==> config.mk <==
export PLATFORM = sky130hd
export DESIGN_NAME = beam_timer
export DESIGN_NICKNAME = d
export VERILOG_FILES = /design/src/hdl/copper_pkg.sv /design/src/hdl/beam_timer.sv
export SDC_FILE = /design/constraint.sdc
export NUM_CORES = 1
export LEC_CHECK = 0
export BUFFER_PORTS_ARGS = -buffer_cell sky130_fd_sc_hd__clkbuf_2
export CAP_MARGIN = 20
export CORE_ASPECT_RATIO = 0.6
export CORE_MARGIN = 4
export CORE_UTILIZATION = 56
export DETAILED_ROUTE_END_ITERATION = 16
export PLACE_DENSITY = 0.82
export RECOVER_POWER = 50
export SLEW_MARGIN = 20
export SYNTH_ARGS = -nofsm -noshare
export SYNTH_HDL_FRONTEND = slang
export SYNTH_SLANG_ARGS = --single-unit
==> constraint.sdc <==
create_clock -name clk -period 2.9 [get_ports clk]
set_input_delay 0.87 -clock clk [delete_from_list [all_inputs] [get_ports clk]]
set_output_delay 0.87 -clock clk [all_outputs]
set_load 0.01 [all_outputs]
==> src/hdl/copper_pkg.sv <==
//**************************************************
// shared definitions for the copper coprocessor
// sizes, raster constants, opcodes, apb register map
// instruction union, beam, register and memory write structs
//**************************************************
package copper_pkg;

    // program memory is 1024 words of 16 bits
    localparam int MEM_ADDR_W = 10;

    // small raster so a frame fits in a short simulation
    localparam int H_TOTAL = 32;
    localparam int V_TOTAL = 24;
    localparam int POS_W   = 12;

    // video register file seen by MOVE
    localparam int REG_ADDR_W = 6;
    localparam int REG_DATA_W = 8;

    // apb bus widths
    localparam int APB_ADDR_W = 12;
    localparam int APB_DATA_W = 16;

    // top nibble 0010 waits for a line, top bits 11 move a register
    // anything else decodes as nop
    localparam logic [3:0] OP_WAIT_V = 4'h2;
    localparam logic [1:0] OP_MOVE   = 2'b11;

    // wait for line 4095, which the beam never reaches
    localparam logic [15:0] INSN_WAIT_FOREVER = {OP_WAIT_V, 12'hFFF};

    // apb register map, memory window is write only
    localparam logic [APB_ADDR_W-1:0] CTRL_ADDR   = 12'h000;
    localparam logic [APB_ADDR_W-1:0] STATUS_ADDR = 12'h004;
    localparam logic [APB_ADDR_W-1:0] MEM_BASE    = 12'h800;

    // one instruction word, two decodings
    typedef union packed {
        struct packed {
            logic [3:0]            op;
            logic [POS_W-1:0]      line;
        } wait_v;
        struct packed {
            logic [1:0]            op;
            logic [REG_ADDR_W-1:0] addr;
            logic [REG_DATA_W-1:0] data;
        } move;
    } copper_insn_u;

    // beam position, frame_start flags hpos == vpos == 0
    typedef struct packed {
        logic [POS_W-1:0] hpos;
        logic [POS_W-1:0] vpos;
        logic             frame_start;
    } beam_t;

    // register write issued by a MOVE
    typedef struct packed {
        logic                  valid;
        logic [REG_ADDR_W-1:0] addr;
        logic [REG_DATA_W-1:0] data;
    } reg_wr_t;

    // host write into copper program memory
    typedef struct packed {
        logic                  en;
        logic [MEM_ADDR_W-1:0] addr;
        copper_insn_u          data;
    } mem_wr_t;

endpackage

==> src/hdl/beam_timer.sv <==
//**************************************************
// beam timer
// horizontal and vertical scan counters
// and the frame start pulse
//**************************************************
`timescale 1ns/10ps

module beam_timer (
    input  logic              clk,
    input  logic              reset_i,
    output copper_pkg::beam_t beam_o
);
    import copper_pkg::*;

    // current scan position
    logic [POS_W-1:0] hpos_q;
    logic [POS_W-1:0] vpos_q;

    // last clock of a line, last line of a frame
    logic h_wrap;
    logic v_wrap;

    assign h_wrap = (hpos_q == POS_W'(H_TOTAL - 1));
    assign v_wrap = (vpos_q == POS_W'(V_TOTAL - 1));

    always_ff @(posedge clk) begin
        if (reset_i) begin
            hpos_q <= '0;
            vpos_q <= '0;
        end else if (h_wrap) begin
            // end of line, step to the next line
            hpos_q <= '0;
            if (v_wrap) begin
                vpos_q <= '0;
            end else begin
                vpos_q <= vpos_q + 1'b1;
            end
        end else begin
            hpos_q <= hpos_q + 1'b1;
        end
    end

    // frame start is the single cycle at the top left corner
    always_comb begin
        beam_o.hpos        = hpos_q;
        beam_o.vpos        = vpos_q;
        beam_o.frame_start = (hpos_q == '0) && (vpos_q == '0);
    end

    // counters stay inside the raster
    a_hpos_range: assert property (
        @(posedge clk) disable iff (reset_i)
        hpos_q < POS_W'(H_TOTAL)
    ) else $error("beam_timer: hpos %0d out of range", hpos_q);

    a_vpos_range: assert property (
        @(posedge clk) disable iff (reset_i)
        vpos_q < POS_W'(V_TOTAL)
    ) else $error("beam_timer: vpos %0d out of range", vpos_q);

endmodule

==> results.toml <==
[global_route]
grt_pass1_vias = 1097
gr-usage-all-layers_pct = 23.7
antenna_found_initial = 0
grt_max_degree = 16
grt_pass1_wl_um = 5310
grt_overflow = 0

[cts]
cts_setup_buffers = 0
cts_buffer_depth = 2
clk_pin_slew_worst_paths_ps = 140
ctsResizeCount = 0
cts_sinks = 24
numCtsBuffers = 3
cts_root_buf = "clkbuf_4"
htree_levels = 1
cts_tree = "yes"
clkLatencyLatePin_ps = 340
cts_hold_buf = 0

[die]
start_util_pct = 62.8
die_w_um = 68.4
fp.dieArea_um2 = 3020
pin_count = 27
rows = 12
coreArea_um2 = 1950
fp.dieH_um = 44.2

[routing]
via_per_inst = 6.33
ant_nets = 0
drtIter0Drc = 127
route.vias.total = 1253
remaining_drc_errors = 0
wl_per_cell_um = 16.4
first_pass_iters = 4
routed_wl_um = 3250

[yosys]
synth_top_cell_area_share_pct = 39.2
ys_seq_area_share_pct = 39.2
synth-seq-cells = 24
synth_area_leader_cell = "dfxtp_1"
synthCells = 143
yosysWarnings = 0
synth_area_um2 = 1220
syn_nets = 149
synthDistinctLibCells = 34
synthTopCellsByArea = "dfxtp_1, nor2_1, xor2_1, ha_1, nand3_1"
postSynthAreaPerCell_um2 = 8.57

[placed_design]
dp.cells = 194
portBuffers = 26
dp_slack_ps = 716
place_area_um2 = 1370
gp_congestion = 0.938
dp_hpwl_um = 2380

[flow_run]
drv_cap = 0

[timing]
worst_slew_pin_slew_ps = 614
finalClockSkew_ps = 13.4
rsz0062_at_grt = "no"
relSlewSlack_pct = 58.8
post-route-period-util_pct = 90.7
fin_ws_ps = 271
fin_setup_tns_ps = 0
hold_ws_ps = 523
slew_viol_final = 0
period_minus_slack_ps = 2630
finalHoldViolations = 0
finalSetupViolCount = 0
fmax_mhz = 380

[final_layout]
final_cell_area_um2 = 1410
syn_to_final_growth_pct = 15.4
drive_gt1_share_pct = 15.9
fin_cells = 198
utilization_pct = 72.4
nets = 177
n_antenna_cell = 0

[hold_path]
hold_path_class = "flip-flop to flip-flop"

[setup_path]
cp.required_ps = 2030
cp-end-kind = "output port"
r2r_slack_ps = 710
cp_max_fo = 7
crit_arrival_ps = 1760
critPathLaunchType = "flip-flop"
critPathKind = "flip-flop to output port"

[power_and_ir_drop]
ir_drop_v = 0.000320
power_density_nw_per_um2 = 438
cellLeakagePower_nw = 0.549
p_total_mw = 0.620

[outcome]
outcome = "finished clean"
cell usage in the layout, fill, tap and decap left out, types with 2 or more instances in the layout:
cell type,synthesis,final
inv_1,6,6
and3_1,6,6
o31ai_1,2,2
nor3_1,8,8
nor2_1,16,16
clkbuf_2,1,19
nor4_2,2,2
o21ai_0,8,8
nand4_1,7,7
nand3_1,10,10
a22o_1,5,5
clkbuf_4,1,3
dfxtp_1,24,24
nor4_1,4,4
xor2_1,6,6
ha_1,4,4
xnor2_1,4,4
clkbuf_1,0,7
a21oi_1,4,4
nand2_1,9,9
and2_0,0,2
cell type report:
| cell class | count | area, um2 |
|---|---|---|
| inverter | 6 | 22.5 |
| clock inverter | 1 | 30.0 |
| tap | 28 | 35.0 |
| sequential | 24 | 480 |
| multi-input combinational | 110 | 702 |
| timing repair buffer | 26 | 121 |
| clock buffer | 3 | 22.5 |
| fill | 175 | 538 |
sequential cells by signal (all words and copies together), names as in the netlist:
signal,count
vpos_q,12
hpos_q,12
worst max-delay path: stages (launching register included):
cell and delay, ps:
dfxtp_1 420, nor3_1 550, nand4_1 180, nor2_1 130
clkbuf_2 140
cells in the mapped netlist:
cell	count
inv_1	6
nand4b_1	1
nand2b_1	1
clkbuf_2	1
nand2_1	9
xnor2_1	4
o22ai_1	1
o2bb2ai_1	1
and2_1	2
nor4_1	4
dfxtp_1	24
a221o_1	1
o21ai_0	8
nor4_4	1
ha_1	4
and4_1	1
a22o_1	5
and3_1	6
a21oi_1	4
nor2b_1	1
nor3_1	8
a41o_2	1
nor2_1	16
a31o_2	1
nand4_1	7
nor4_2	2
a41oi_1	1
or3_1	1
clkbuf_4	1
a31oi_1	1
o31ai_1	2
xor2_1	6
nand3_1	10
buf_4	1
kinds of logic (layout without fill, tap and decap cells):
group                      count (synthesis)  in the layout  synth area share (%)
and+or+nand+nor                           70             70                  31.5
AOI/OAI and AO/OA                         26             26                  14.6
DFF                                       24             24                  39.2
xor gates and xnor gates                  10             10                  7.15
buffers and inverters                      9             36                  3.47
adders and majority gates                  4              4                  4.09
where the power goes:
part,switching (mW),total (mW),internal [mW],leakage [nW]
registers,0.00525,0.339,0.333,0.194
clock network,0.108,0.248,0.140,0.0279
logic,0.0216,0.0331,0.0115,0.327
total,0.135,0.620,0.485,0.549
worst paths after layout:
check                           cells after the start                  from                      to
worst max-delay path                                4  hpos_q[7]$_SDFF_PP0_               beam_o[0]
worst min-delay path                                1  hpos_q[0]$_SDFF_PP0_    hpos_q[0]$_SDFF_PP0_
worst max register to register                      5  hpos_q[0]$_SDFF_PP0_  vpos_q[5]$_SDFFE_PP0N_
worst min register to register                      1  hpos_q[0]$_SDFF_PP0_    hpos_q[0]$_SDFF_PP0_
layer usage:
layer	wire, um	share of wire [%]	GRT usage, %	up-vias
met5	0	0	0	-
met4	27	0.83	4.74	0
met3	403	12	7.11	5
met2	1460	45	37.6	84
met1	1360	42	31.8	580
li1	-	-	-	584
Note: power is estimated with default switching activity, not from simulation.
