--- config.mk ---
export PLATFORM = sky130hd
export DESIGN_NAME = copper_apb
export DESIGN_NICKNAME = d
export VERILOG_FILES = /design/src/hdl/copper_pkg.sv /design/src/hdl/copper_apb.sv
export SDC_FILE = /design/constraint.sdc
export NUM_CORES = 1
export LEC_CHECK = 0
export ABC_AREA = 1
export BUFFER_PORTS_ARGS = -buffer_cell sky130_fd_sc_hd__buf_4
export CAP_MARGIN = 20
export CORE_AREA = 2 2 52 49
export CTS_BUF_LIST = sky130_fd_sc_hd__clkbuf_4 sky130_fd_sc_hd__clkbuf_8
export CTS_CLUSTER_SIZE = 14
export DETAILED_ROUTE_END_ITERATION = 10
export DIE_AREA = 0 0 54 51
export PLACE_DENSITY = 0.8
export SYNTH_ARGS = -nofsm -noshare
export SYNTH_HDL_FRONTEND = slang
export SYNTH_SLANG_ARGS = --single-unit
--- constraint.sdc ---
create_clock -name clk -period 1.16 [get_ports clk]
set_input_delay 0.174 -clock clk [delete_from_list [all_inputs] [get_ports clk]]
set_output_delay 0.174 -clock clk [all_outputs]
set_load 0.01 [all_outputs]
--- src/hdl/copper_pkg.sv ---
//**************************************************
// shared definitions for the copper coprocessor
// sizes, raster constants, opcodes, apb register map
// instruction union, beam, register and memory write structs
//**************************************************
package copper_pkg;

    // program memory is 1024 words of 16 bits
    localparam int MEM_ADDR_W = 10;

    // small raster so a frame fits in a short simulation
    localparam int H_TOTAL = 32;
    localparam int V_TOTAL = 24;
    localparam int POS_W   = 12;

    // video register file seen by MOVE
    localparam int REG_ADDR_W = 6;
    localparam int REG_DATA_W = 8;

    // apb bus widths
    localparam int APB_ADDR_W = 12;
    localparam int APB_DATA_W = 16;

    // top nibble 0010 waits for a line, top bits 11 move a register
    // anything else decodes as nop
    localparam logic [3:0] OP_WAIT_V = 4'h2;
    localparam logic [1:0] OP_MOVE   = 2'b11;

    // wait for line 4095, which the beam never reaches
    localparam logic [15:0] INSN_WAIT_FOREVER = {OP_WAIT_V, 12'hFFF};

    // apb register map, memory window is write only
    localparam logic [APB_ADDR_W-1:0] CTRL_ADDR   = 12'h000;
    localparam logic [APB_ADDR_W-1:0] STATUS_ADDR = 12'h004;
    localparam logic [APB_ADDR_W-1:0] MEM_BASE    = 12'h800;

    // one instruction word, two decodings
    typedef union packed {
        struct packed {
            logic [3:0]            op;
            logic [POS_W-1:0]      line;
        } wait_v;
        struct packed {
            logic [1:0]            op;
            logic [REG_ADDR_W-1:0] addr;
            logic [REG_DATA_W-1:0] data;
        } move;
    } copper_insn_u;

    // beam position, frame_start flags hpos == vpos == 0
    typedef struct packed {
        logic [POS_W-1:0] hpos;
        logic [POS_W-1:0] vpos;
        logic             frame_start;
    } beam_t;

    // register write issued by a MOVE
    typedef struct packed {
        logic                  valid;
        logic [REG_ADDR_W-1:0] addr;
        logic [REG_DATA_W-1:0] data;
    } reg_wr_t;

    // host write into copper program memory
    typedef struct packed {
        logic                  en;
        logic [MEM_ADDR_W-1:0] addr;
        copper_insn_u          data;
    } mem_wr_t;

endpackage

--- src/hdl/copper_apb.sv ---
//**************************************************
// apb slave for the copper
// control register, vpos status readback
// and the program memory write window
//**************************************************
`timescale 1ns/10ps

module copper_apb (
    input  logic                              clk,
    input  logic                              reset_i,
    input  logic                              psel_i,
    input  logic                              penable_i,
    input  logic                              pwrite_i,
    input  logic [copper_pkg::APB_ADDR_W-1:0] paddr_i,
    input  logic [copper_pkg::APB_DATA_W-1:0] pwdata_i,
    output logic [copper_pkg::APB_DATA_W-1:0] prdata_o,
    output logic                              pready_o,
    output logic                              pslverr_o,
    input  copper_pkg::beam_t                 beam_i,
    output logic                              enable_o,
    output copper_pkg::mem_wr_t               mem_wr_o
);
    import copper_pkg::*;

    // access phase of a transfer
    logic access;
    logic wr_access;

    // address decode
    logic sel_ctrl;
    logic sel_status;
    logic sel_mem;

    // byte offset into the memory window
    logic [APB_ADDR_W-1:0] mem_off;

    // copper enable, ctrl bit 0
    logic enable_q;

    assign access    = psel_i && penable_i;
    assign wr_access = access && pwrite_i;

    assign sel_ctrl   = (paddr_i == CTRL_ADDR);
    assign sel_status = (paddr_i == STATUS_ADDR);
    assign mem_off    = paddr_i - MEM_BASE;

    // window is word aligned, 4 bytes per instruction
    // 12 address bits reach the lower 512 words only
    assign sel_mem = (paddr_i >= MEM_BASE) && (mem_off[1:0] == 2'b00);

    always_ff @(posedge clk) begin
        if (reset_i) begin
            enable_q <= 1'b0;
        end else if (wr_access && sel_ctrl) begin
            enable_q <= pwdata_i[0];
        end
    end

    assign enable_o = enable_q;

    // memory write goes out in the access cycle itself
    always_comb begin
        mem_wr_o.en   = wr_access && sel_mem;
        mem_wr_o.addr = mem_off[MEM_ADDR_W+1:2];
        mem_wr_o.data = pwdata_i;
    end

    // zero wait states
    assign pready_o = 1'b1;

    // status is read only, unmapped writes are errors too
    assign pslverr_o = wr_access && !(sel_ctrl || sel_mem);

    // read mux, memory window and holes read as zero
    always_comb begin
        prdata_o = '0;
        if (sel_ctrl) begin
            prdata_o[0] = enable_q;
        end else if (sel_status) begin
            prdata_o = APB_DATA_W'(beam_i.vpos);
        end
    end

    // access phase never comes without select
    a_penable_psel: assert property (
        @(posedge clk) disable iff (reset_i)
        penable_i |-> psel_i
    ) else $error("copper_apb: penable without psel");

endmodule

==> impl_metrics.py <==
metrics = {
    "power": {
        "power_uw": 258,
        "p_int_uw": 158,
        "pwr-share-seq": 0.136,
        "swShare": 0.386,
        "p_leak_uw": 0.000531,
        "pwr-share-comb": 0.864,
        "p_per_area_nw_per_um2": 259,
        "irDropWorstVdd_v": 0.000159,
        "clkPwrFrac": 0,
        "p_sw_uw": 99.6,
    },
    "die": {
        "rows": 17,
        "boundaryPins": 104,
        "die_area_sq_um": 2750,
        "dieHeight_um": 51,
        "coreArea_sq_um": 2300,
        "initial_core_util": 0.247,
        "fp.dieW_um": 54,
    },
    "run": {
        "maxCapViolations": 0,
    },
    "global_routing": {
        "grt_usage": 0.0914,
        "overflow": 0,
        "antenna_found_initial": 0,
        "grt_pass1_vias": 482,
        "grt_pass1_wl_um": 1990,
        "grt_max_degree": 13,
    },
    "clocking": {
        "hold_buffers": 0,
        "clock_latency_ns": 0,
    },
    "yosys": {
        "synth_area_per_cell_sq_um": 6.17,
        "syn-cell-area_sq_um": 568,
        "synthCells": 92,
        "synth.distinct_cells": 17,
        "synth.top_cell.area_share": 0.396,
        "synth_warnings": 0,
        "ys_seq_area_frac": 0.0352,
        "yosysTopAreaCell": "buf_4",
        "synth_area_leaders": "buf_4, nor2_2, nand2_1, inv_1, nand2_2",
        "synth_seq_cells": 1,
    },
    "critical_path": {
        "critical_path.top_delay_family": "buffers and inverters",
        "critPathMaxFanout": 4,
        "r2r_end": "enable_o$_SDFFE_PP0P_",
        "crit_type": "in2out",
        "cp.buffers_inverters": 3,
        "crit_path_start_kind": "primary input",
        "critical-path-slowest-cell": "buf_4",
        "cp.required_ns": 0.99,
        "crit_top_cell": "buf_4",
        "regToRegStartpoint": "enable_o$_SDFFE_PP0P_",
        "cp.arrival_ns": 1.00,
        "cpPeakStageDelay_ns": 0.14,
        "ff2ff_path_depth": 4,
        "crit_chain": "buf_4, nor2_4, nand2_2, nor2_4, buf_4, nand3_1, o21ai_1, buf_4",
        "r2r_slack_ns": 0.54,
        "critical_path.endpoint_type": "output pin",
    },
    "run_status": {
        "violations": "setup timing",
        "status": "finished, violations left",
    },
    "cells_and_area": {
        "fin_nets": 184,
        "final_cell_mix": "buf_4, buf_6, nor2_4, nand2_1, inv_1",
        "drive_gt1_frac": 0.710,
        "largest_reg_flops": 1,
        "area.growth.synth_to_final_pct": 75.1,
        "n_fill_cell": 250,
        "layout_commonest_cell": "buf_4",
        "final_cells": 152,
        "antenna_cells": 0,
    },
    "detailed_routing": {
        "postRouteAntennaNets": 0,
        "drt-initial-drc-count": 3,
        "via_per_inst": 3.84,
        "drt_pass1_iterations": 2,
        "routed_wl_um": 1490,
        "drc": 0,
        "vias": 583,
        "avgRoutedWirePerCell_um": 9.77,
    },
    "placed_design": {
        "dpl_worst_slack_ns": -0.0624,
        "dp_cells": 151,
        "dp_hpwl_um": 1090,
        "port-buffer-count": 55,
        "gp_congestion": 0.678,
    },
    "worst_hold_path": {
        "hold-path-cell-count": 0,
        "min_path_type": "in2out",
        "min-delay-start": "pwdata_i[15]",
        "hold_end": "mem_wr_o[15]",
    },
    "timing": {
        "rsz0062_at_grt": "yes",
        "fin_crit_sh": 1.01,
        "skew_ns": 0,
        "fmax_ghz": 0.850,
        "period_needed_ns": 1.18,
        "finalSetupViolations": 11,
        "finalHoldViolCount": 0,
        "drv_slew": 0,
        "fin_ws_ns": -0.0167,
    },
}
stage by stage:
| stage | TNS, ns | hold slack, ns | utilization | instance area, sq um |
|---|---|---|---|---|
| floorplan | 0 | 0.318 | - | 579 |
| global placement | -0.542 | 0.348 | 0.356 | 817 |
| detailed placement | -0.542 | 0.348 | 0.356 | 817 |
| CTS | -0.147 | 0.348 | 0.386 | 886 |
| global route | -0.599 | 0.348 | 0.433 | 995 |
| finish | -0.104 | 0.348 | 0.433 | 995 |
kinds of logic after synthesis:
| logic type | share of synthesized area |
|---|---|
| simple gates | 0.416 |
| buf+inv | 0.509 |
| other cells | 0.0132 |
| compound gates | 0.0264 |
| flops | 0.0352 |
cell type report:
| class | count | area [sq um] | area share |
|---|---|---|---|
| timing repair buffer | 61 | 534 | 0.537 |
| tap | 28 | 35.0 | 0.0352 |
| sequential | 1 | 20.0 | 0.0201 |
| inverter | 11 | 48.8 | 0.0491 |
| multi-input combinational | 51 | 357 | 0.358 |
routing by layer:
layer / part of all wire / GRT usage / vias to the layer above / routed length [um]
met3: 0.087 / 0.0117 / 2 / 129
li1: - / - / 300 / -
met5: 0 / 0 / - / 0
met2: 0.61 / 0.185 / 24 / 904
met4: 0.0027 / 0.00833 / 0 / 4
met1: 0.30 / 0.100 / 257 / 447
worst max path at each step:
stage                              to   startpoint  slack, ns  cells after the start
after floorplan           prdata_o[0]  paddr_i[10]       0.15                      5
after global placement    prdata_o[7]  paddr_i[10]      -0.06                      8
after detailed placement  prdata_o[5]  paddr_i[10]      -0.06                      8
after CTS                 prdata_o[5]   paddr_i[1]      -0.04                      8
after global routing      prdata_o[0]  paddr_i[11]      -0.06                      8
final                     prdata_o[0]  paddr_i[11]      -0.02                      8
power groups by stage:
stage	combinational [uW]	sequential (uW)	clock (uW)
floorplan	157	35.1	0
global placement	183	35.1	0
detailed placement	185	35.1	0
CTS	206	35.1	0
global route	240	35.1	0
finish	223	35.1	0
synthesized netlist by cell type:
library cell and n:
inv_1 9, nand2_1 15, dfxtp_1 1, nor2_4 2
nor3_1 1, nor3_4 1, nor2_2 12, inv_2 2
nand2_2 4, buf_4 30, nand4_1 1, o21ai_0 2
nand3_1 3, nor2_1 4, a21oi_1 1, conb_1 2
buf_6 2
repair_timing:
| item | 4_1_cts | 5_1_grt |
|---|---|---|
| buffers inserted | 1 | 0 |
| pin swaps | 10 | 7 |
| setup endpoints to repair | 11 | 12 |
| resized for setup | 18 | 28 |
No activity file was read; power rests on OpenSTA's default activity.
