## src/hdl/copper_pkg.sv

```systemverilog
//**************************************************
// shared definitions for the copper coprocessor
// sizes, raster constants, opcodes, apb register map
// instruction union, beam, register and memory write structs
//**************************************************
package copper_pkg;

    // program memory is 1024 words of 16 bits
    localparam int MEM_ADDR_W = 10;

    // small raster so a frame fits in a short simulation
    localparam int H_TOTAL = 32;
    localparam int V_TOTAL = 24;
    localparam int POS_W   = 12;

    // video register file seen by MOVE
    localparam int REG_ADDR_W = 6;
    localparam int REG_DATA_W = 8;

    // apb bus widths
    localparam int APB_ADDR_W = 12;
    localparam int APB_DATA_W = 16;

    // top nibble 0010 waits for a line, top bits 11 move a register
    // anything else decodes as nop
    localparam logic [3:0] OP_WAIT_V = 4'h2;
    localparam logic [1:0] OP_MOVE   = 2'b11;

    // wait for line 4095, which the beam never reaches
    localparam logic [15:0] INSN_WAIT_FOREVER = {OP_WAIT_V, 12'hFFF};

    // apb register map, memory window is write only
    localparam logic [APB_ADDR_W-1:0] CTRL_ADDR   = 12'h000;
    localparam logic [APB_ADDR_W-1:0] STATUS_ADDR = 12'h004;
    localparam logic [APB_ADDR_W-1:0] MEM_BASE    = 12'h800;

    // one instruction word, two decodings
    typedef union packed {
        struct packed {
            logic [3:0]            op;
            logic [POS_W-1:0]      line;
        } wait_v;
        struct packed {
            logic [1:0]            op;
            logic [REG_ADDR_W-1:0] addr;
            logic [REG_DATA_W-1:0] data;
        } move;
    } copper_insn_u;

    // beam position, frame_start flags hpos == vpos == 0
    typedef struct packed {
        logic [POS_W-1:0] hpos;
        logic [POS_W-1:0] vpos;
        logic             frame_start;
    } beam_t;

    // register write issued by a MOVE
    typedef struct packed {
        logic                  valid;
        logic [REG_ADDR_W-1:0] addr;
        logic [REG_DATA_W-1:0] data;
    } reg_wr_t;

    // host write into copper program memory
    typedef struct packed {
        logic                  en;
        logic [MEM_ADDR_W-1:0] addr;
        copper_insn_u          data;
    } mem_wr_t;

endpackage

```

## src/hdl/copper_exec.sv

```systemverilog
//**************************************************
// copper executor
// fetch/decode FSM with a program counter
// issues MOVE register writes, stalls on WAIT_V,
// restarts at address 0 on every frame start
//**************************************************
`timescale 1ns/10ps

module copper_exec (
    input  logic                              clk,
    input  logic                              reset_i,
    input  logic                              enable_i,
    input  copper_pkg::beam_t                 beam_i,
    output logic [copper_pkg::MEM_ADDR_W-1:0] rd_addr_o,
    input  copper_pkg::copper_insn_u          rd_data_i,
    output copper_pkg::reg_wr_t               reg_wr_o
);
    import copper_pkg::*;

    // program counter, also the memory read address
    logic [MEM_ADDR_W-1:0] pc_q;

    // fsm state
    // 0 = fetch, address is presented to the memory
    // 1 = decode, instruction word is on rd_data_i
    logic decode_q;

    // decoded instruction
    logic is_move;
    logic is_wait;
    logic wait_done;

    // back to address 0 and no execution
    logic restart;

    // a MOVE leaves decode this cycle
    logic issue_move;

    // registered write toward the video registers
    logic                  wr_valid_q;
    logic [REG_ADDR_W-1:0] wr_addr_q;
    logic [REG_DATA_W-1:0] wr_data_q;

    // both views of the same word, only one opcode can match
    assign is_move   = (rd_data_i.move.op == OP_MOVE);
    assign is_wait   = (rd_data_i.wait_v.op == OP_WAIT_V);
    assign wait_done = (beam_i.vpos >= rd_data_i.wait_v.line);

    // frame start overrides a pending wait
    // a disabled copper sits at address 0
    assign restart    = !enable_i || beam_i.frame_start;
    assign issue_move = decode_q && is_move && !restart;

    assign rd_addr_o = pc_q;

    always_ff @(posedge clk) begin
        if (reset_i) begin
            pc_q     <= '0;
            decode_q <= 1'b0;
        end else if (restart) begin
            pc_q     <= '0;
            decode_q <= 1'b0;
        end else if (!decode_q) begin
            // memory answers next cycle
            decode_q <= 1'b1;
        end else if (!is_wait || wait_done) begin
            // move, nop, or a wait whose line has come
            pc_q     <= pc_q + 1'b1;
            decode_q <= 1'b0;
        end
        // otherwise hold in decode, re-reading the same word
    end

    // write strobe, one cycle per MOVE
    always_ff @(posedge clk) begin
        if (reset_i) begin
            wr_valid_q <= 1'b0;
        end else begin
            wr_valid_q <= issue_move;
        end
    end

    // register index and data, only meaningful with the strobe
    always_ff @(posedge clk) begin
        if (issue_move) begin
            wr_addr_q <= rd_data_i.move.addr;
            wr_data_q <= rd_data_i.move.data;
        end
    end

    always_comb begin
        reg_wr_o.valid = wr_valid_q;
        reg_wr_o.addr  = wr_addr_q;
        reg_wr_o.data  = wr_data_q;
    end

    // a write only follows a decode cycle that ran with enable set
    a_no_wr_disabled: assert property (
        @(posedge clk) disable iff (reset_i)
        reg_wr_o.valid |-> $past(enable_i)
    ) else $error("copper_exec: register write while disabled");

    // every MOVE passes through fetch, so strobes never touch
    a_wr_single: assert property (
        @(posedge clk) disable iff (reset_i)
        reg_wr_o.valid |=> !reg_wr_o.valid
    ) else $error("copper_exec: write valid held two cycles");

endmodule

```

## config.mk

```make
export PLATFORM = sky130hd
export DESIGN_NAME = copper_exec
export DESIGN_NICKNAME = d
export VERILOG_FILES = /design/src/hdl/copper_pkg.sv /design/src/hdl/copper_exec.sv
export SDC_FILE = /design/constraint.sdc
export NUM_CORES = 1
export LEC_CHECK = 0
export ABC_AREA = 1
export BUFFER_PORTS_ARGS = -buffer_cell sky130_fd_sc_hd__buf_4
export CAP_MARGIN = 5
export CORE_UTILIZATION = 34
export CTS_BUF_LIST = sky130_fd_sc_hd__clkbuf_16
export DETAILED_ROUTE_END_ITERATION = 8
export PLACE_DENSITY = 0.71
export SYNTH_ARGS = -nofsm -noshare
export SYNTH_HDL_FRONTEND = slang
export SYNTH_SLANG_ARGS = --single-unit
```

## constraint.sdc

```tcl
create_clock -name clk -period 3 [get_ports clk]
set_input_delay 0 -clock clk [delete_from_list [all_inputs] [get_ports clk]]
set_output_delay 0 -clock clk [all_outputs]
set_load 0.005 [all_outputs]
```

==> metrics.md, run 1 <==
| Metric | Value |
|---|---|
| Setup CP Type | `in -> reg` |
| #FFs+latches synth | `26` |
| Share of post-route cells with drive strength above 1 | `0.365` |
| Mapped cell area | `1480 um2` |
| Post-synthesis sequential area ratio | `0.448` |
| RSZ-0062 raised after global routing | `no` |
| Worst-margin pin slew | `0.503 ns` |
| Row count | `23` |
| CP Data Arrival Time | `2.06 ns` |
| Synth Area in Compound Gates | `0.0772` |
| Fin crit share | `0.625` |
| Clock Tree Buf Depth | `2` |
| Drt via density | `4.43` |
| Fin cells | `283` |
| Multiplexer area fraction after synthesis | `0` |
| First-pass GRT wire length | `4960 um` |
| Fill cells | `426` |
| Synth Area in XOR/XNOR | `0.0297` |
| Final setup margin | `1.13 ns` |
| Synth Area in Adders | `0.110` |
| Die area | `4610 um2` |
| Via count | `1254` |
| Max incr delay on CP | `0.54 ns` |
| Ys flop type | `edfxtp_1` |
| Clock Latency Late Sink | `0.26 ns` |
| Placed Cells | `264` |
| Area delta synth->final | `46.6%` |
| YS warnings | `0` |
| Post-synth EDFFs | `14` |
| Syn_nets | `218` |
| Worst slack at placement | `1.39 ns` |
| Initial antenna violation count | `0` |
| Starting Density | `0.361` |
| Clk_skew | `0.00293 ns` |
| Min Clock Period, post-route | `1.87 ns` |
| Pwr per Cell Area | `360 nW/um2` |
| Routability cong. | `0.792` |
| Drt wl/cell | `11.4 um` |
| Total setup buffers inserted after CTS | `0` |
| Most common cell on crit path | `nand2_1` |
| Top cell type by total area after synthesis | `edfxtp_1` |
| H-Tree Depth | `1` |
| CTS resizes | `0` |
| N_diodes | `0` |
| Clock transition at the registers of the reported paths | `0.07 ns` |
| Post-synthesis cell count | `161` |
| Maximum VDD drop | `0.225 mV` |
| Async SR Flop Fraction | `0` |
| Worst Hold Class | `in -> reg` |
| CORE AREA | `4090 um2` |
| Area occupied by multi-input gates | `682 um2` |
| Cts bufs inserted | `3` |
| Largest family of logic cells by synthesized area | `simple AND/OR/NAND/NOR gates` |
| FF+latch area | `661 um2` |
| Largest cells by area after synthesis | `edfxtp_1 28%, dfxtp_1 16%, ha_1 11%` |
| Critical path required time | `3.19 ns` |
| Layout Nets | `291` |
| Outcome | `finished clean` |
| Leak | `0.961 nW` |
| Yosys top cell area share | `0.285` |
| CTS tree | `built` |
| DRC | `0` |
| Max Freq | `534 MHz` |
| Crit path cell chain | `dlygate4sd3_1, buf_4, inv_1, ha_1, nand2_1, inv_1, o21ai_0, nand2_1, nor2_1, nand2_2, nand2_4, nand2_1, a21oi_1` |
| Simple-gate share of the synthesized area | `0.245` |
| Final HPWL DP | `2330 um` |
| Syn Area/Cell | `9.16 um2` |
| Final setup fails | `0` |
| Hold_buf cts | `15` |
| IO Port Bufs | `56` |
| Die Ht | `67.9 um` |
| Final hold violation count | `0` |
| Distinct cell type count after synthesis | `23` |
| Clk sinks | `26` |
| Worst Path Max Fanout | `13` |
| Setup crit end kind | `flop` |
| Slowest stage cell, crit path | `dlygate4sd3_1` |
| Initial DRC Count | `37` |
| Total grt overflow | `0` |
| Largest net degree at the start of global routing | `15` |
| Pins Over Slew Limit | `0` |
| Clk root buf | `clkbuf_16` |
| Die Wd | `67.9 um` |
| Final wirelength | `3230 um` |
| Final core utilization | `0.529` |
| MaxCap Viol Count | `0` |
| GRT Overall Usage | `0.148` |
| Post-DRT Antenna Nets | `0` |
| Drt pass-1 iters | `4` |
| Setup crit start kind | `input pin` |
| Rel. slew slack | `0.664` |
| Vias in the first global route | `1125` |
| I/O Pins | `69` |
| Setup TNS | `0 ns` |
==> cell usage after synthesis (all sizes together), types with 2 or more instances <==
master	number
buf	4
nand3b	2
o21ai	2
ha	13
nand2	38
inv	25
dfxtp	12
xor2	4
a21oi	14
nand4	2
nor2	13
edfxtp	14
nand3	16
==> power by group <==
part / internal [mW] / leakage (nW) / switching, mW
registers: 0.376 / 0.223 / 0.000679
clock network: 0.179 / 0.0412 / 0.123
logic: 0.0578 / 0.697 / 0.0430
total: 0.613 / 0.961 / 0.166
==> kinds of logic after synthesis <==
kind of cell | after synthesis
flip-flops | 26
XOR/XNOR | 5
AO/OA/AOI/OAI | 16
adder cells (fa/ha/maj) | 13
buffers and inverters | 30
AND/OR/NAND/NOR | 71
==> through the flow <==
step,total power [mW],hold slack (ns),cell area [um2]
CTS,0.789,0.0516,2160
floorplan,0.427,0.0989,1480
global placement,0.469,0.189,1930
finish,0.779,0.0585,2160
detailed placement,0.470,0.189,1930
global route,0.813,0.0621,2160
==> critical path: cells and delay by family <==
family | cells | cell delay [ns]
AO/OA/AOI/OAI | 2 | 0.26
adder cells (fa/ha/maj) | 1 | 0.24
buffers and inverters | 4 | 0.76
AND/OR/NAND/NOR | 6 | 0.80
==> sequential cells by signal, indices dropped and copies added (netlist names) <==
| register | cells |
|---|---|
| wr_valid_q | 1 |
| rd_addr_o | 10 |
| wr_data_q | 8 |
| decode_q | 1 |
| wr_addr_q | 6 |
==> area by class of cell <==
class | instances | share of cell area
clock buffer | 3 | 0.0347
clock inverter | 1 | 0.00174
inverter | 25 | 0.0434
multi-input combinational | 105 | 0.315
sequential | 26 | 0.305
tap | 50 | 0.0289
timing repair buffer | 73 | 0.271
==> per-layer routing <==
| metal | up-vias | part of all wire | GRT usage |
|---|---|---|---|
| met2 | 26 | 0.50 | 0.261 |
| li1 | 665 | - | - |
| met4 | 0 | 0.0099 | 0.0625 |
| met1 | 561 | 0.45 | 0.183 |
| met3 | 2 | 0.037 | 0.0150 |
| met5 | - | 0 | 0 |
==> layout by cell type (no fill, tap or decap) <==
master and count:
a21oi_1 5, a21oi_2 9, buf_4 58, clkbuf_16 3, dfxtp_1 12, dlygate4sd3_1 15
edfxtp_1 14, ha_1 13, inv_1 24, inv_2 2, nand2_1 36, nand2_2 1
nand2_4 1, nand3_1 6, nand3_2 10, nand3b_1 2, nand4_1 2, nor2_1 12
nor2_2 1, o21ai_0 2, xnor2_1 1, xor2_1 4
==> worst paths after layout <==
check	startpoint	to	slack [ns]	cells past startpoint
setup / recovery	rd_data_i[9]	rd_addr_o[9]	1.13	13
hold reg to reg	rd_addr_o[8]	rd_addr_o[8]	0.51	2
hold / removal	rd_data_i[15]	wr_valid_q	0.06	3
setup reg to reg	rd_addr_o[0]	rd_addr_o[6]	1.50	7
No activity file was read; power rests on OpenSTA's default activity.
==> run 2, diff against run 1 <==
Settings changed: ABC_AREA 1 to 0, PLACE_DENSITY 0.71 to 0.76.
Clock period 3 ns to 1.7 ns, I/O delays scaled along.
==> metrics.md, run 2 <==
| Metric | Value |
|---|---|
| Die Wd | `63.4 um` |
| Setup crit end kind | `flop` |
| Final HPWL DP | `2320 um` |
| CP Data Arrival Time | `1.77 ns` |
| Cts bufs inserted | `3` |
| Routability cong. | `0.847` |
| Mapped cell area | `1280 um2` |
| Drt pass-1 iters | `4` |
| Clock Latency Late Sink | `0.25 ns` |
| M2 GR Usage | `0.305` |
| Clk_skew | `0.00309 ns` |
| Worst-margin pin slew | `0.313 ns` |
| Async SR Flop Fraction | `0` |
| Reg2reg start | `decode_q` |
| Fin cells | `251` |
| Outcome | `finished clean` |
| Largest net degree at the start of global routing | `15` |
| Final hold violation count | `0` |
| Clk sinks | `26` |
| I/O Pins | `69` |
| Min Clock Period, post-route | `1.63 ns` |
| R2R Setup Slk | `0.07 ns` |
| YS warnings | `0` |
| Post-DRT Antenna Nets | `0` |
| Worst reg2reg path endpoint | `rd_addr_o[5]` |
| Max reg flops | `10` |
| Leak | `0.931 nW` |
| Maximum VDD drop | `0.411 mV` |
| Synth top cells by count | `14 x edfxtp_1, 13 x ha_1, 13 x inv_1` |
| Post-synth EDFFs | `14` |
| Final setup fails | `0` |
| Hold Path Stages | `2` |
| DRC | `0` |
| Most frequent cells in the layout | `70 x buf_4, 14 x edfxtp_1, 13 x inv_1, 13 x ha_1, 12 x dlygate4sd3_1` |
| Worst Path Max Fanout | `4` |
| Syn Area/Cell | `10.7 um2` |
| Pwr per Cell Area | `641 nW/um2` |
| Power Total | `1.37 mW` |
| Most frequent cell after synthesis | `edfxtp_1` |
| First-pass GRT wire length | `5500 um` |
| Distinct cell type count after synthesis | `29` |
| N_diodes | `0` |
| Die Ht | `63.4 um` |
| Top cell type by total area after synthesis | `edfxtp_1` |
| Area after DPL | `1820 um2` |
| Yosys top cell area share | `0.327` |
| Via count | `1239` |
| GRT Overall Usage | `0.173` |
| Drt wl/cell | `14.4 um` |
| Initial DRC Count | `55` |
| Post-synthesis sequential area ratio | `0.515` |
| Met3 usage | `0.0254` |
| Rel. slew slack | `0.791` |
| H-Tree Depth | `1` |
| Total grt overflow | `0` |
| Worst Hold Class | `in -> reg` |
| Pins Over Slew Limit | `0` |
| Most used routing layer | `met2` |
| Clock transition at the registers of the reported paths | `0.06 ns` |
| IO Port Bufs | `56` |
| Clock Tree Buf Depth | `2` |
| Placed Cells | `227` |
| Syn_nets | `177` |
| Largest cells by area after synthesis | `edfxtp_1 33%, dfxtp_1 19%, ha_1 13%` |
| Ys flop type | `edfxtp_1` |
| Area delta synth->final | `67.1%` |
| Starting Density | `0.370` |
| Row count | `21` |
| Fin crit share | `0.960` |
| CORE AREA | `3470 um2` |
| Finished Cell Area | `2140 um2` |
| Final wirelength | `3620 um` |
| Layout Nets | `263` |
| R2R depth | `9` |
| Vias in the first global route | `1192` |
| Die area | `4030 um2` |
| Share of post-route cells with drive strength above 1 | `0.463` |
| Hold endpoint | `wr_data_q[2]` |
| MaxCap Viol Count | `0` |
| Setup crit start kind | `flop` |
| Worst hold start | `rd_data_i[2]` |
| Clk root buf | `clkbuf_16` |
| Max Freq | `613 MHz` |
| Most common cell after layout, fill and taps aside | `buf_4` |
| Initial antenna violation count | `0` |
| CTS tree | `built` |
| Drt via density | `4.94` |
| Post-synthesis cell count | `120` |
| Setup CP Type | `reg -> reg` |
| #FFs+latches synth | `26` |
| Critical path required time | `1.84 ns` |
| Routing usage on met1 | `0.217` |
==> run 2: cell families after synthesis <==
group | count (synthesis) | synth area share
adder cells (fa/ha/maj) | 13 | 0.127
XOR/XNOR | 1 | 0.00682
flip-flops | 26 | 0.515
multiplexers | 1 | 0.00780
AO/OA/AOI/OAI | 26 | 0.124
buffers and inverters | 16 | 0.0556
AND/OR/NAND/NOR | 37 | 0.165
==> run 2: worst max-delay path by stage <==
stage / startpoint / end / depth (start not counted)
after global placement: rd_data_i[0] / rd_addr_o[7] / 10
after CTS: decode_q / rd_addr_o[7] / 6
after detailed placement: rd_data_i[11] / rd_addr_o[9] / 10
after global routing: beam_i[10] / rd_addr_o[9] / 9
final: decode_q / rd_addr_o[5] / 9
after floorplan: decode_q / rd_addr_o[7] / 6
==> run 2: worst max-delay path, stage by stage (launching register included) <==
cell and delay (ns):
dfxtp_2 0.33, and3_4 0.18, nand3_4 0.09, a21oi_4 0.17, buf_4 0.13, buf_4 0.12, a211oi_4 0.04, buf_4 0.15
o21ai_0 0.23, a21oi_2 0.08
==> run 2: metrics by stage <==
step | TNS, ns | util | worst slack [ns] | hold slack [ns]
after floorplan | 0 | - | 0.0247 | 0.0989
after global placement | -0.567 | 0.524 | -0.225 | 0.186
after detailed placement | -0.760 | 0.524 | -0.255 | 0.186
after CTS | 0 | 0.597 | 0.00254 | 0.0157
after global routing | -0.0511 | 0.618 | -0.0198 | 0.0242
final | 0 | 0.618 | 0.0674 | 0.0196
==> run 2: power by group <==
group | internal (mW) | switching (mW)
combinational | 0.115 | 0.0800
clock | 0.314 | 0.200
sequential | 0.663 | 0.00115
==> run 2: repair_timing <==
| item | 4_1_cts | 5_1_grt |
|---|---|---|
| endpoints found under the setup margin | 2 | 8 |
| hold buffers | 12 | 0 |
| buffers inserted | 4 | 4 |
| gates resized for setup | 6 | 11 |
| pin swaps | 5 | 5 |
| hold endpoints to repair | 12 | 0 |
| cloned | 1 | 0 |
==> run 2: metal layers <==
metal / up-vias / share of wire
li1: 607 / -
met1: 584 / 0.42
met2: 46 / 0.51
met3: 2 / 0.056
met4: 0 / 0.0053
met5: - / 0
==> run 2: area by class of cell <==
class / count / area, um2
Fill cell: 283 / 1320
Sequential cell: 26 / 662
Clock inverter: 1 / 3.75
Multi-Input combinational cell: 79 / 641
Tap cell: 46 / 57.6
Inverter: 13 / 48.8
Clock buffer: 3 / 75.1
Timing Repair Buffer: 83 / 657
